<file path="src/maint_pkg.sv">
/*
 * shared types and constants for the memory maintenance front end
 * widths, byte-lane control, address window and init phase encoding
 */
`default_nettype none

package maint_pkg;

    typedef logic [31:0] addr_t;   // byte address
    typedef logic [31:0] data_t;   // memory data word
    typedef logic [3:0]  ctrl_t;   // byte-lane enables

    // all lanes on, full word access
    localparam ctrl_t CTRL_FULL = 4'b1111;

    localparam int unsigned WORD_BYTES = 4;

    // controller sees a 64 MiB window, low 26 bits
    localparam addr_t ADDR_WINDOW_MASK = 32'h03ff_ffff;

    // init phases in the order they run
    typedef enum logic [2:0] {
        ST_CALIB,    // waiting on controller calibration
        ST_ZERO,     // zero fill of the low region
        ST_LOAD,     // boot image written from loader stream
        ST_VERIFY,   // image read back and summed
        ST_RUN       // user bus owns memory
    } init_state_e;

endpackage

`default_nettype wire

</file>
<file path="src/init_sequencer.sv">
/*
 * init phase FSM
 * calibration wait, zero fill, image load, readback, then run
 */
`default_nettype none

module init_sequencer (
    input  wire                    clk,
    input  wire                    i_rst_n,
    input  wire                    i_calib_done,
    input  wire                    i_zero_done,
    input  wire                    i_load_done,
    input  wire                    i_verify_done,
    output logic                   o_zero_active,
    output logic                   o_load_active,
    output logic                   o_verify_active,
    output maint_pkg::init_state_e o_state
);
    import maint_pkg::*;

    init_state_e state_q;
    init_state_e state_d;

    always_comb begin
        state_d = state_q;
        case (state_q)
            ST_CALIB:  if (i_calib_done)  state_d = ST_ZERO;
            ST_ZERO:   if (i_zero_done)   state_d = ST_LOAD;
            ST_LOAD:   if (i_load_done)   state_d = ST_VERIFY;
            ST_VERIFY: if (i_verify_done) state_d = ST_RUN;
            default:   state_d = state_q;  // run holds until reset
        endcase
    end

    always_ff @(posedge clk or negedge i_rst_n) begin
        if (!i_rst_n) begin
            state_q <= ST_CALIB;
        end else begin
            state_q <= state_d;
        end
    end

    // one engine active per phase
    assign o_zero_active   = (state_q == ST_ZERO);
    assign o_load_active   = (state_q == ST_LOAD);
    assign o_verify_active = (state_q == ST_VERIFY);
    assign o_state         = state_q;

    // phases never skip or go back
    a_state_step: assert property (@(posedge clk) disable iff (!i_rst_n)
        (state_q != $past(state_q)) |-> (int'(state_q) == int'($past(state_q)) + 1))
        else $error("init_sequencer: state left %0d for %0d", $past(state_q), state_q);

endmodule

`default_nettype wire

</file>
<file path="src/zero_filler.sv">
/*
 * zero fill engine
 * one full-word write per word address below ZERO_BYTES
 */
`default_nettype none

module zero_filler #(
    parameter int unsigned ZERO_BYTES = 64
) (
    input  wire              clk,
    input  wire              i_rst_n,
    input  wire              i_active,
    input  wire              i_mem_busy,
    output logic             o_wr_en,
    output maint_pkg::addr_t o_addr,
    output logic             o_done
);
    import maint_pkg::*;

    logic  wr_en_q;
    addr_t addr_q;
    logic  done_q;

    always_ff @(posedge clk or negedge i_rst_n) begin
        if (!i_rst_n) begin
            wr_en_q <= 1'b0;
            addr_q  <= '0;
            done_q  <= 1'b0;
        end else begin
            if (wr_en_q && i_mem_busy) begin
                wr_en_q <= 1'b0;                            // controller took it
                addr_q  <= addr_q + addr_t'(WORD_BYTES);
            end else if (i_active && !wr_en_q && !i_mem_busy && addr_q < ZERO_BYTES) begin
                wr_en_q <= 1'b1;
            end
            // last write must finish before the phase ends
            if (i_active && addr_q >= ZERO_BYTES && !wr_en_q && !i_mem_busy)
                done_q <= 1'b1;
        end
    end

    assign o_wr_en = wr_en_q;
    assign o_addr  = addr_q;
    assign o_done  = done_q;

endmodule

`default_nettype wire

</file>
<file path="src/image_loader.sv">
/*
 * boot image loader
 * takes loader word strobes, writes them from address 0 up
 * and keeps the load checksum
 */
`default_nettype none

module image_loader #(
    parameter int unsigned IMAGE_BYTES = 32
) (
    input  wire              clk,
    input  wire              i_rst_n,
    input  wire              i_active,
    input  wire              i_ld_we,
    input  maint_pkg::data_t i_ld_data,
    input  wire              i_mem_busy,
    output logic             o_wr_en,
    output maint_pkg::addr_t o_addr,
    output maint_pkg::data_t o_wdata,
    output maint_pkg::data_t o_checksum,
    output logic             o_done
);
    import maint_pkg::*;

    typedef enum logic [1:0] {
        LD_IDLE,   // waiting for a strobe
        LD_REQ,    // write held until busy
        LD_WAIT    // controller working
    } ld_state_e;

    ld_state_e state_q;
    addr_t     addr_q;
    data_t     data_q;
    data_t     sum_q;
    logic      done_q;

    always_ff @(posedge clk or negedge i_rst_n) begin
        if (!i_rst_n) begin
            state_q <= LD_IDLE;
            addr_q  <= '0;
            sum_q   <= '0;
            done_q  <= 1'b0;
        end else begin
            case (state_q)
                LD_IDLE: begin
                    // strobes outside these conditions are dropped
                    if (i_active && i_ld_we && !i_mem_busy && !done_q) begin
                        state_q <= LD_REQ;
                        sum_q   <= sum_q + i_ld_data;   // wraps mod 2^32
                    end
                end
                LD_REQ: begin
                    if (i_mem_busy) begin
                        state_q <= LD_WAIT;
                        addr_q  <= addr_q + addr_t'(WORD_BYTES);
                    end
                end
                default: begin
                    if (!i_mem_busy) begin
                        state_q <= LD_IDLE;
                        if (addr_q >= IMAGE_BYTES)
                            done_q <= 1'b1;
                    end
                end
            endcase
        end
    end

    // word held for the whole request
    always_ff @(posedge clk) begin
        if (state_q == LD_IDLE && i_ld_we)
            data_q <= i_ld_data;
    end

    assign o_wr_en    = (state_q == LD_REQ);
    assign o_addr     = addr_q;
    assign o_wdata    = data_q;
    assign o_checksum = sum_q;
    assign o_done     = done_q;

endmodule

`default_nettype wire

</file>
<file path="src/readback_checker.sv">
/*
 * image readback engine
 * reads every image word, sums them and compares with the load checksum
 */
`default_nettype none

module readback_checker #(
    parameter int unsigned IMAGE_BYTES = 32
) (
    input  wire              clk,
    input  wire              i_rst_n,
    input  wire              i_active,
    input  wire              i_mem_busy,
    input  maint_pkg::data_t i_mem_rdata,
    input  maint_pkg::data_t i_load_checksum,
    output logic             o_rd_en,
    output maint_pkg::addr_t o_addr,
    output logic             o_done,
    output logic             o_checksum_match
);
    import maint_pkg::*;

    typedef enum logic [1:0] {
        RB_ISSUE,   // next word or finish
        RB_REQ,     // read held until busy
        RB_WAIT     // data arrives on busy fall
    } rb_state_e;

    rb_state_e state_q;
    addr_t     addr_q;
    data_t     sum_q;
    logic      done_q;
    logic      match_q;

    always_ff @(posedge clk or negedge i_rst_n) begin
        if (!i_rst_n) begin
            state_q <= RB_ISSUE;
            addr_q  <= '0;
            sum_q   <= '0;
            done_q  <= 1'b0;
            match_q <= 1'b0;
        end else begin
            case (state_q)
                RB_ISSUE: begin
                    if (i_active && !done_q && !i_mem_busy) begin
                        if (addr_q < IMAGE_BYTES) begin
                            state_q <= RB_REQ;
                        end else begin
                            done_q  <= 1'b1;
                            match_q <= (sum_q == i_load_checksum);  // held until reset
                        end
                    end
                end
                RB_REQ: begin
                    if (i_mem_busy) begin
                        state_q <= RB_WAIT;
                        addr_q  <= addr_q + addr_t'(WORD_BYTES);
                    end
                end
                default: begin
                    // first non-busy cycle carries the read data
                    if (!i_mem_busy) begin
                        state_q <= RB_ISSUE;
                        sum_q   <= sum_q + i_mem_rdata;
                    end
                end
            endcase
        end
    end

    assign o_rd_en          = (state_q == RB_REQ);
    assign o_addr           = addr_q;
    assign o_done           = done_q;
    assign o_checksum_match = match_q;

endmodule

`default_nettype wire

</file>
<file path="src/mem_port_mux.sv">
/*
 * memory port selector
 * phase engine or user bus onto the controller, user gating and window mask
 */
`default_nettype none

module mem_port_mux (
    input  maint_pkg::init_state_e i_state,
    input  wire                    i_zero_wr_en,
    input  maint_pkg::addr_t       i_zero_addr,
    input  wire                    i_load_wr_en,
    input  maint_pkg::addr_t       i_load_addr,
    input  maint_pkg::data_t       i_load_wdata,
    input  wire                    i_rb_rd_en,
    input  maint_pkg::addr_t       i_rb_addr,
    input  wire                    i_user_rd_en,
    input  wire                    i_user_wr_en,
    input  maint_pkg::addr_t       i_user_addr,
    input  maint_pkg::data_t       i_user_wdata,
    input  maint_pkg::ctrl_t       i_user_ctrl,
    input  wire                    i_mem_busy,
    input  maint_pkg::data_t       i_mem_rdata,
    output logic                   o_user_busy,
    output maint_pkg::data_t       o_user_rdata,
    output logic                   o_mem_rd_en,
    output logic                   o_mem_wr_en,
    output maint_pkg::addr_t       o_mem_addr,
    output maint_pkg::data_t       o_mem_wdata,
    output maint_pkg::ctrl_t       o_mem_ctrl
);
    import maint_pkg::*;

    always_comb begin
        o_mem_rd_en  = 1'b0;
        o_mem_wr_en  = 1'b0;
        o_mem_addr   = '0;
        o_mem_wdata  = '0;        // zero fill data comes from here
        o_mem_ctrl   = CTRL_FULL;
        o_user_busy  = 1'b1;      // user held off during init
        o_user_rdata = '0;
        case (i_state)
            ST_ZERO: begin
                o_mem_wr_en = i_zero_wr_en;
                o_mem_addr  = i_zero_addr;
            end
            ST_LOAD: begin
                o_mem_wr_en = i_load_wr_en;
                o_mem_addr  = i_load_addr;
                o_mem_wdata = i_load_wdata;
            end
            ST_VERIFY: begin
                o_mem_rd_en = i_rb_rd_en;
                o_mem_addr  = i_rb_addr;
            end
            ST_RUN: begin
                o_mem_rd_en  = i_user_rd_en;
                o_mem_wr_en  = i_user_wr_en;
                o_mem_addr   = i_user_addr & ADDR_WINDOW_MASK;
                o_mem_wdata  = i_user_wdata;
                o_mem_ctrl   = i_user_ctrl;
                o_user_busy  = i_mem_busy;
                o_user_rdata = i_mem_rdata;
            end
            default: ;   // calibration, port idle
        endcase
    end

    // engines and user never collide on the port
    always_comb begin
        a_rw_excl: assert #0 (!(o_mem_rd_en === 1'b1 && o_mem_wr_en === 1'b1))
            else $error("mem_port_mux: read and write enabled together");
    end

endmodule

`default_nettype wire

</file>
<file path="src/maint_top.sv">
/*
 * memory maintenance front end top
 * init sequencer, zero fill, image load, readback and port mux
 */
`default_nettype none

module maint_top #(
    parameter int unsigned ZERO_BYTES  = 64,
    parameter int unsigned IMAGE_BYTES = 32
) (
    input  wire                    clk,
    input  wire                    i_rst_n,
    // user bus
    input  wire                    i_rd_en,
    input  wire                    i_wr_en,
    input  maint_pkg::addr_t       i_addr,
    input  maint_pkg::data_t       i_wdata,
    input  maint_pkg::ctrl_t       i_ctrl,
    output maint_pkg::data_t       o_rdata,
    output logic                   o_busy,
    // loader stream
    input  wire                    i_ld_we,
    input  maint_pkg::data_t       i_ld_data,
    // memory controller
    output logic                   o_mem_rd_en,
    output logic                   o_mem_wr_en,
    output maint_pkg::addr_t       o_mem_addr,
    output maint_pkg::data_t       o_mem_wdata,
    output maint_pkg::ctrl_t       o_mem_ctrl,
    input  maint_pkg::data_t       i_mem_rdata,
    input  wire                    i_mem_busy,
    input  wire                    i_mem_calib_done,
    // status
    output maint_pkg::init_state_e o_init_state,
    output logic                   o_init_done,
    output logic                   o_verify_done,
    output logic                   o_checksum_match
);
    import maint_pkg::*;

    init_state_e state;
    logic        zero_active;
    logic        load_active;
    logic        verify_active;

    logic        zero_wr_en;
    addr_t       zero_addr;
    logic        zero_done;

    logic        load_wr_en;
    addr_t       load_addr;
    data_t       load_wdata;
    data_t       load_checksum;
    logic        load_done;

    logic        rb_rd_en;
    addr_t       rb_addr;
    logic        rb_done;

    init_sequencer u_seq (
        .clk             (clk),
        .i_rst_n         (i_rst_n),
        .i_calib_done    (i_mem_calib_done),
        .i_zero_done     (zero_done),
        .i_load_done     (load_done),
        .i_verify_done   (rb_done),
        .o_zero_active   (zero_active),
        .o_load_active   (load_active),
        .o_verify_active (verify_active),
        .o_state         (state)
    );

    zero_filler #(.ZERO_BYTES(ZERO_BYTES)) u_zero (
        .clk        (clk),
        .i_rst_n    (i_rst_n),
        .i_active   (zero_active),
        .i_mem_busy (i_mem_busy),
        .o_wr_en    (zero_wr_en),
        .o_addr     (zero_addr),
        .o_done     (zero_done)
    );

    image_loader #(.IMAGE_BYTES(IMAGE_BYTES)) u_load (
        .clk        (clk),
        .i_rst_n    (i_rst_n),
        .i_active   (load_active),
        .i_ld_we    (i_ld_we),
        .i_ld_data  (i_ld_data),
        .i_mem_busy (i_mem_busy),
        .o_wr_en    (load_wr_en),
        .o_addr     (load_addr),
        .o_wdata    (load_wdata),
        .o_checksum (load_checksum),
        .o_done     (load_done)
    );

    readback_checker #(.IMAGE_BYTES(IMAGE_BYTES)) u_rb (
        .clk              (clk),
        .i_rst_n          (i_rst_n),
        .i_active         (verify_active),
        .i_mem_busy       (i_mem_busy),
        .i_mem_rdata      (i_mem_rdata),
        .i_load_checksum  (load_checksum),
        .o_rd_en          (rb_rd_en),
        .o_addr           (rb_addr),
        .o_done           (rb_done),
        .o_checksum_match (o_checksum_match)
    );

    mem_port_mux u_mux (
        .i_state      (state),
        .i_zero_wr_en (zero_wr_en),
        .i_zero_addr  (zero_addr),
        .i_load_wr_en (load_wr_en),
        .i_load_addr  (load_addr),
        .i_load_wdata (load_wdata),
        .i_rb_rd_en   (rb_rd_en),
        .i_rb_addr    (rb_addr),
        .i_user_rd_en (i_rd_en),
        .i_user_wr_en (i_wr_en),
        .i_user_addr  (i_addr),
        .i_user_wdata (i_wdata),
        .i_user_ctrl  (i_ctrl),
        .i_mem_busy   (i_mem_busy),
        .i_mem_rdata  (i_mem_rdata),
        .o_user_busy  (o_busy),
        .o_user_rdata (o_rdata),
        .o_mem_rd_en  (o_mem_rd_en),
        .o_mem_wr_en  (o_mem_wr_en),
        .o_mem_addr   (o_mem_addr),
        .o_mem_wdata  (o_mem_wdata),
        .o_mem_ctrl   (o_mem_ctrl)
    );

    assign o_init_state  = state;
    assign o_init_done   = (state == ST_RUN);
    assign o_verify_done = rb_done;

endmodule

`default_nettype wire

</file>
<file path="config.mk">
export PLATFORM = sky130hd
export DESIGN_NAME = maint_top
export DESIGN_NICKNAME = d
export VERILOG_FILES = /design/src/maint_pkg.sv /design/src/init_sequencer.sv /design/src/zero_filler.sv /design/src/image_loader.sv /design/src/readback_checker.sv /design/src/mem_port_mux.sv /design/src/maint_top.sv
export SDC_FILE = /design/constraint.sdc
export NUM_CORES = 1
export LEC_CHECK = 0
export ABC_CLOCK_PERIOD_IN_PS = 3200
export BUFFER_PORTS_ARGS = -buffer_cell sky130_fd_sc_hd__buf_4
export CORE_UTILIZATION = 57
export DETAILED_ROUTE_END_ITERATION = 16
export GPL_ROUTABILITY_DRIVEN = 0
export PLACE_DENSITY = 0.78
export SYNTH_ARGS = -nofsm -noshare
export SYNTH_HDL_FRONTEND = slang
export SYNTH_SLANG_ARGS = --single-unit
</file>
<file path="constraint.sdc">
create_clock -name clk -period 3.2 [get_ports clk]
set_clock_uncertainty 0.15 [all_clocks]
set_input_delay 0.48 -clock clk [delete_from_list [all_inputs] [get_ports clk]]
set_output_delay 0.48 -clock clk [all_outputs]
set_load 0.05 [all_outputs]
</file>
==> impl_metrics.csv <==
group,metric,value,unit
yosys,synth_edf_count,32,
detailed_routing,drc,0,
detailed_routing,via_count,11200,
sta,holdWs,72.7,ps
yosys,ys.flop_type,"dfrtp_1",
layout,fin_util,71.7,%
detailed_routing,ant_nets,0,
global_route,grtUsageTotal,30.6,%
layout,nets,1801,
yosys,synthArstFlopShare,83.8,%
critical_path,cpPeakStageDelay,390,ps
clock_network,root_buffer,"clkbuf_16",
power,ir_drop,0.000498,V
yosys,ys_ff_latch,198,
power,p_clk_share,19.1,%
detailed_routing,wirelength,34800,µm
detailed_routing,wl_per_cell,18.5,µm
sta,relSlewSlack,46.2,%
yosys,yosys.area.top_type,"dfrtp_1",
yosys,synthCells,1359,
critical_path,cp_max_fo,3,
layout,multiInputGateArea,7330,µm²
floorplan,pin_count,248,
power,p_leak,7.68,nW
yosys,synth-simple-area-share,18.3,%
sta,fin_crit,3070,ps
flow_run,maxCapViolations,0,
placed_design,dp_cells,1852,
yosys,synth_seq_area_share,40.1,%
power,switching_power,0.00566,W
critical_path,worstPathArrival,3250,ps
power,seqPwrFrac,28.4,%
yosys,post-synth-top-area-fraction,32.6,%
layout,diodes,0,
detailed_routing,viasPerCell,5.94,
clock_network,cts.clk_slew.worst_paths,80,ps
placed_design,io_buffer_count,241,
global_route,grt_pass1_vias,10500,
yosys,yosysWarnings,0,
layout,final_cells,1886,
clock_network,cts_htree_levels,4,
floorplan,dieWidth,152,µm
critical_path,worst_ep_required_time,3380,ps
yosys,synth_fp_nets,1567,
sta,max_freq,0.326,GHz
yosys,synth_compound_area_share,18.9,%
sta,hold_viol_final,0,
yosys,synthTopCellsByArea,"dfrtp_1 (33%), edfxtp_1 (7.5%), ha_1 (6.6%), xor2_1 (6.0%), xnor2_1 (5.9%)",
yosys,synth_top_family_by_area,"compound AO/OA/AOI/OAI gates",
sta,fin_crit_sh,95.9,%
clock_network,cts_tree,"done",
clock_network,cts.sinks,198,
critical_path,startpoint,"u_load.o_checksum[0]$_DFFE_PN0P_",
floorplan,die_h,152,µm
clock_network,cts_max_path_buffers,2,
sta,tightest_slew,800,ps
layout,seq_area,5110,µm²
power,intPower,0.00662,W
placed_design,dp_hpwl,26900,µm
min_path,hold_class,"in2reg",
yosys,postSynthAreaPerCell,9.38,µm²
critical_path,start_kind,"flip-flop",
global_route,antenna_found_initial,0,
sta,maxSlewViolCount,0,
clock_network,clock_latency,450,ps
power,comb_power_share,52.5,%
run_status,status,"finished, final reports clean",
global_route,grt_max_degree,80,
critical_path,critPathSlowestCell,"dfrtp_1",
power,pwr_density_cell,782,nW/µm²
critical_path,r2r-start,"u_load.o_checksum[0]$_DFFE_PN0P_",
detailed_routing,drt-initial-drc-count,761,
global_route,grt_pass1_wl,53800,µm
layout,area_growth,23.2,%
critical_path,endpoint_kind,"flip-flop",
sta,rsz0062_at_grt,"false",
sta,setup_viol,0,
floorplan,initial_core_util,58.2,%
yosys,syn_area,12700,µm²
yosys,ys_types,75,
power,switching_share,46.1,%
placed_design,placedInstanceArea,15000,µm²
layout,drive_above_1_share,22.0,%
yosys,synthAdderAreaFrac,6.89,%
layout,filler_cell_count,1659,
layout,stdcell_area,15700,µm²
critical_path,criticalPathCategory,"reg2reg",
yosys,synthMuxAreaShare,1.11,%
floorplan,dieArea,23000,µm²
floorplan,num_rows,54,
placed_design,place_ws,-64.4,ps
min_path,hold_start,"i_ld_data[28]",
global_route,overflow,0,
floorplan,core_region_area,21900,µm²
detailed_routing,dr.pass1.iters,5,
yosys,synth_xor_area_share,11.9,%
sta,worst_slack,132,ps
clock_network,cts_buffers,17,
critical_path,crit_chain,"ha_1 > fa_1 > a21o_2 > a311o_1 > or4b_1 > o211ai_2 > a22oi_1 > a21o_1 > buf_4 > xnor2_1 > mux2_2",
flip-flops by register name, summed over array words and instances (netlist names), 3 cells and up:
signal,flops
u_rb.o_addr,30
u_zero.o_addr,30
u_load.o_wdata,32
u_load.o_checksum,32
u_rb.sum_q,32
u_load.o_addr,30
u_seq.o_state,3
layout make-up:
cell class,count,area share (%)
flip-flops and latches,198,32.6
clock buffers,17,2.71
clock inverters,15,1.47
multi-input cells,1072,46.7
repair buffers,284,13.9
inverters,20,0.478
well taps,280,2.23
cell usage in the layout, fill, tap and decap left out, types with 5 or more instances in the layout:
master	Yosys	final
nand3_1	42	41
nand2_1	167	167
a21o_1	51	51
ha_1	67	67
and2_1	41	41
a22o_1	33	33
and4_1	8	8
o21ai_1	5	5
edfxtp_1	32	32
o21ai_0	80	79
buf_4	0	279
nor2_1	63	63
mux2_2	9	9
dfrtp_1	166	166
and3_1	25	25
nand4_1	34	34
clkinv_8	0	6
clkbuf_16	0	17
a21oi_1	56	56
o31ai_1	7	7
a211oi_1	7	7
nor2b_1	11	9
inv_1	20	20
a22oi_1	55	55
o21bai_1	10	10
xor2_1	87	87
nor3_1	14	14
nor4_1	27	27
nand2b_1	10	10
xnor2_1	86	86
o211ai_1	5	5
worst max-delay path: cells and delay by family, from the launching register on:
family	cells	cell delay, ps
DFF	1	390
AOI/OAI and AO/OA	5	1190
and+or+nand+nor	1	190
adders and majority gates	2	590
buffers and inverters	1	130
muxes	1	260
xor gates and xnor gates	1	60
stage by stage:
stage / total power, W / TNS, ps
final: 0.0123 / 0
after global routing: 0.0130 / 0
after CTS: 0.0122 / 0
after detailed placement: 0.00988 / -141
after global placement: 0.00974 / -54.3
after floorplan: 0.00799 / 0
power groups by stage:
stage,logic [W],registers (W),clock network [W]
after floorplan,0.00461,0.00338,0
after global placement,0.00622,0.00352,0
after detailed placement,0.00634,0.00353,0
after CTS,0.00639,0.00349,0.00236
after global routing,0.00698,0.00353,0.00247
final,0.00645,0.00349,0.00234
kinds of logic after synthesis:
group                      after synthesis
DFF                                    198
xor gates and xnor gates               173
AOI/OAI and AO/OA                      351
adders and majority gates               69
muxes                                   13
and+or+nand+nor                        466
buffers and inverters                   89
cells in the mapped netlist, drive strengths merged, types with 3 or more instances:
cell type and count:
a22oi 55, o21bai 10, nor2b 11, and2 42, a31oi 6, nor2 64, or2 3, ha 67
a21oi 57, and3 25, edfxtp 32, xor2 87, xnor2 86, nand3 42, mux2 9, nor4 27
nor3 16, a21o 52, nand4 35, o21a 4, a31o 4, clkbuf 58, mux2i 4, a211oi 7
buf 11, inv 20, dfrtp 166, a22o 33, nand2b 10, nor4b 3, a211o 4, o31ai 7
o21ai 85, o211ai 7, and4 9, nor3b 4, nand2 168
worst paths after layout:
path / to / slack (ps) / cells after the start
hold / removal: u_load.o_wdata[28]$_DFFE_PP_ / 70 / 1
setup / recovery: u_load.o_checksum[24]$_DFFE_PN0P_ / 130 / 11
hold reg to reg: u_load.o_done$_DFFE_PN0P_ / 350 / 1
min in group asynchronous: u_rb.o_addr[11]$_DFFE_PN0P_ / 420 / 2
setup reg to reg: u_load.o_checksum[24]$_DFFE_PN0P_ / 130 / 11
max in group asynchronous: u_load.o_checksum[7]$_DFFE_PN0P_ / 1710 / 3
layer usage:
| metal | track usage, % | vias up | part of all wire [%] |
|---|---|---|---|
| li1 | - | 5383 | - |
| met1 | 39.0 | 5353 | 41 |
| met5 | 0 | - | 0 |
| met4 | 12.2 | 0 | 3.7 |
| met2 | 51.4 | 399 | 49 |
| met3 | 5.57 | 70 | 5.9 |
timing repair:
item,CTS,global route
buffers inserted,0,1
endpoints found under the setup margin,0,8
endpoints found under the hold margin,60,0
gates resized for setup,0,5
hold buffers,1,0
(Power assumes the default switching activity.)
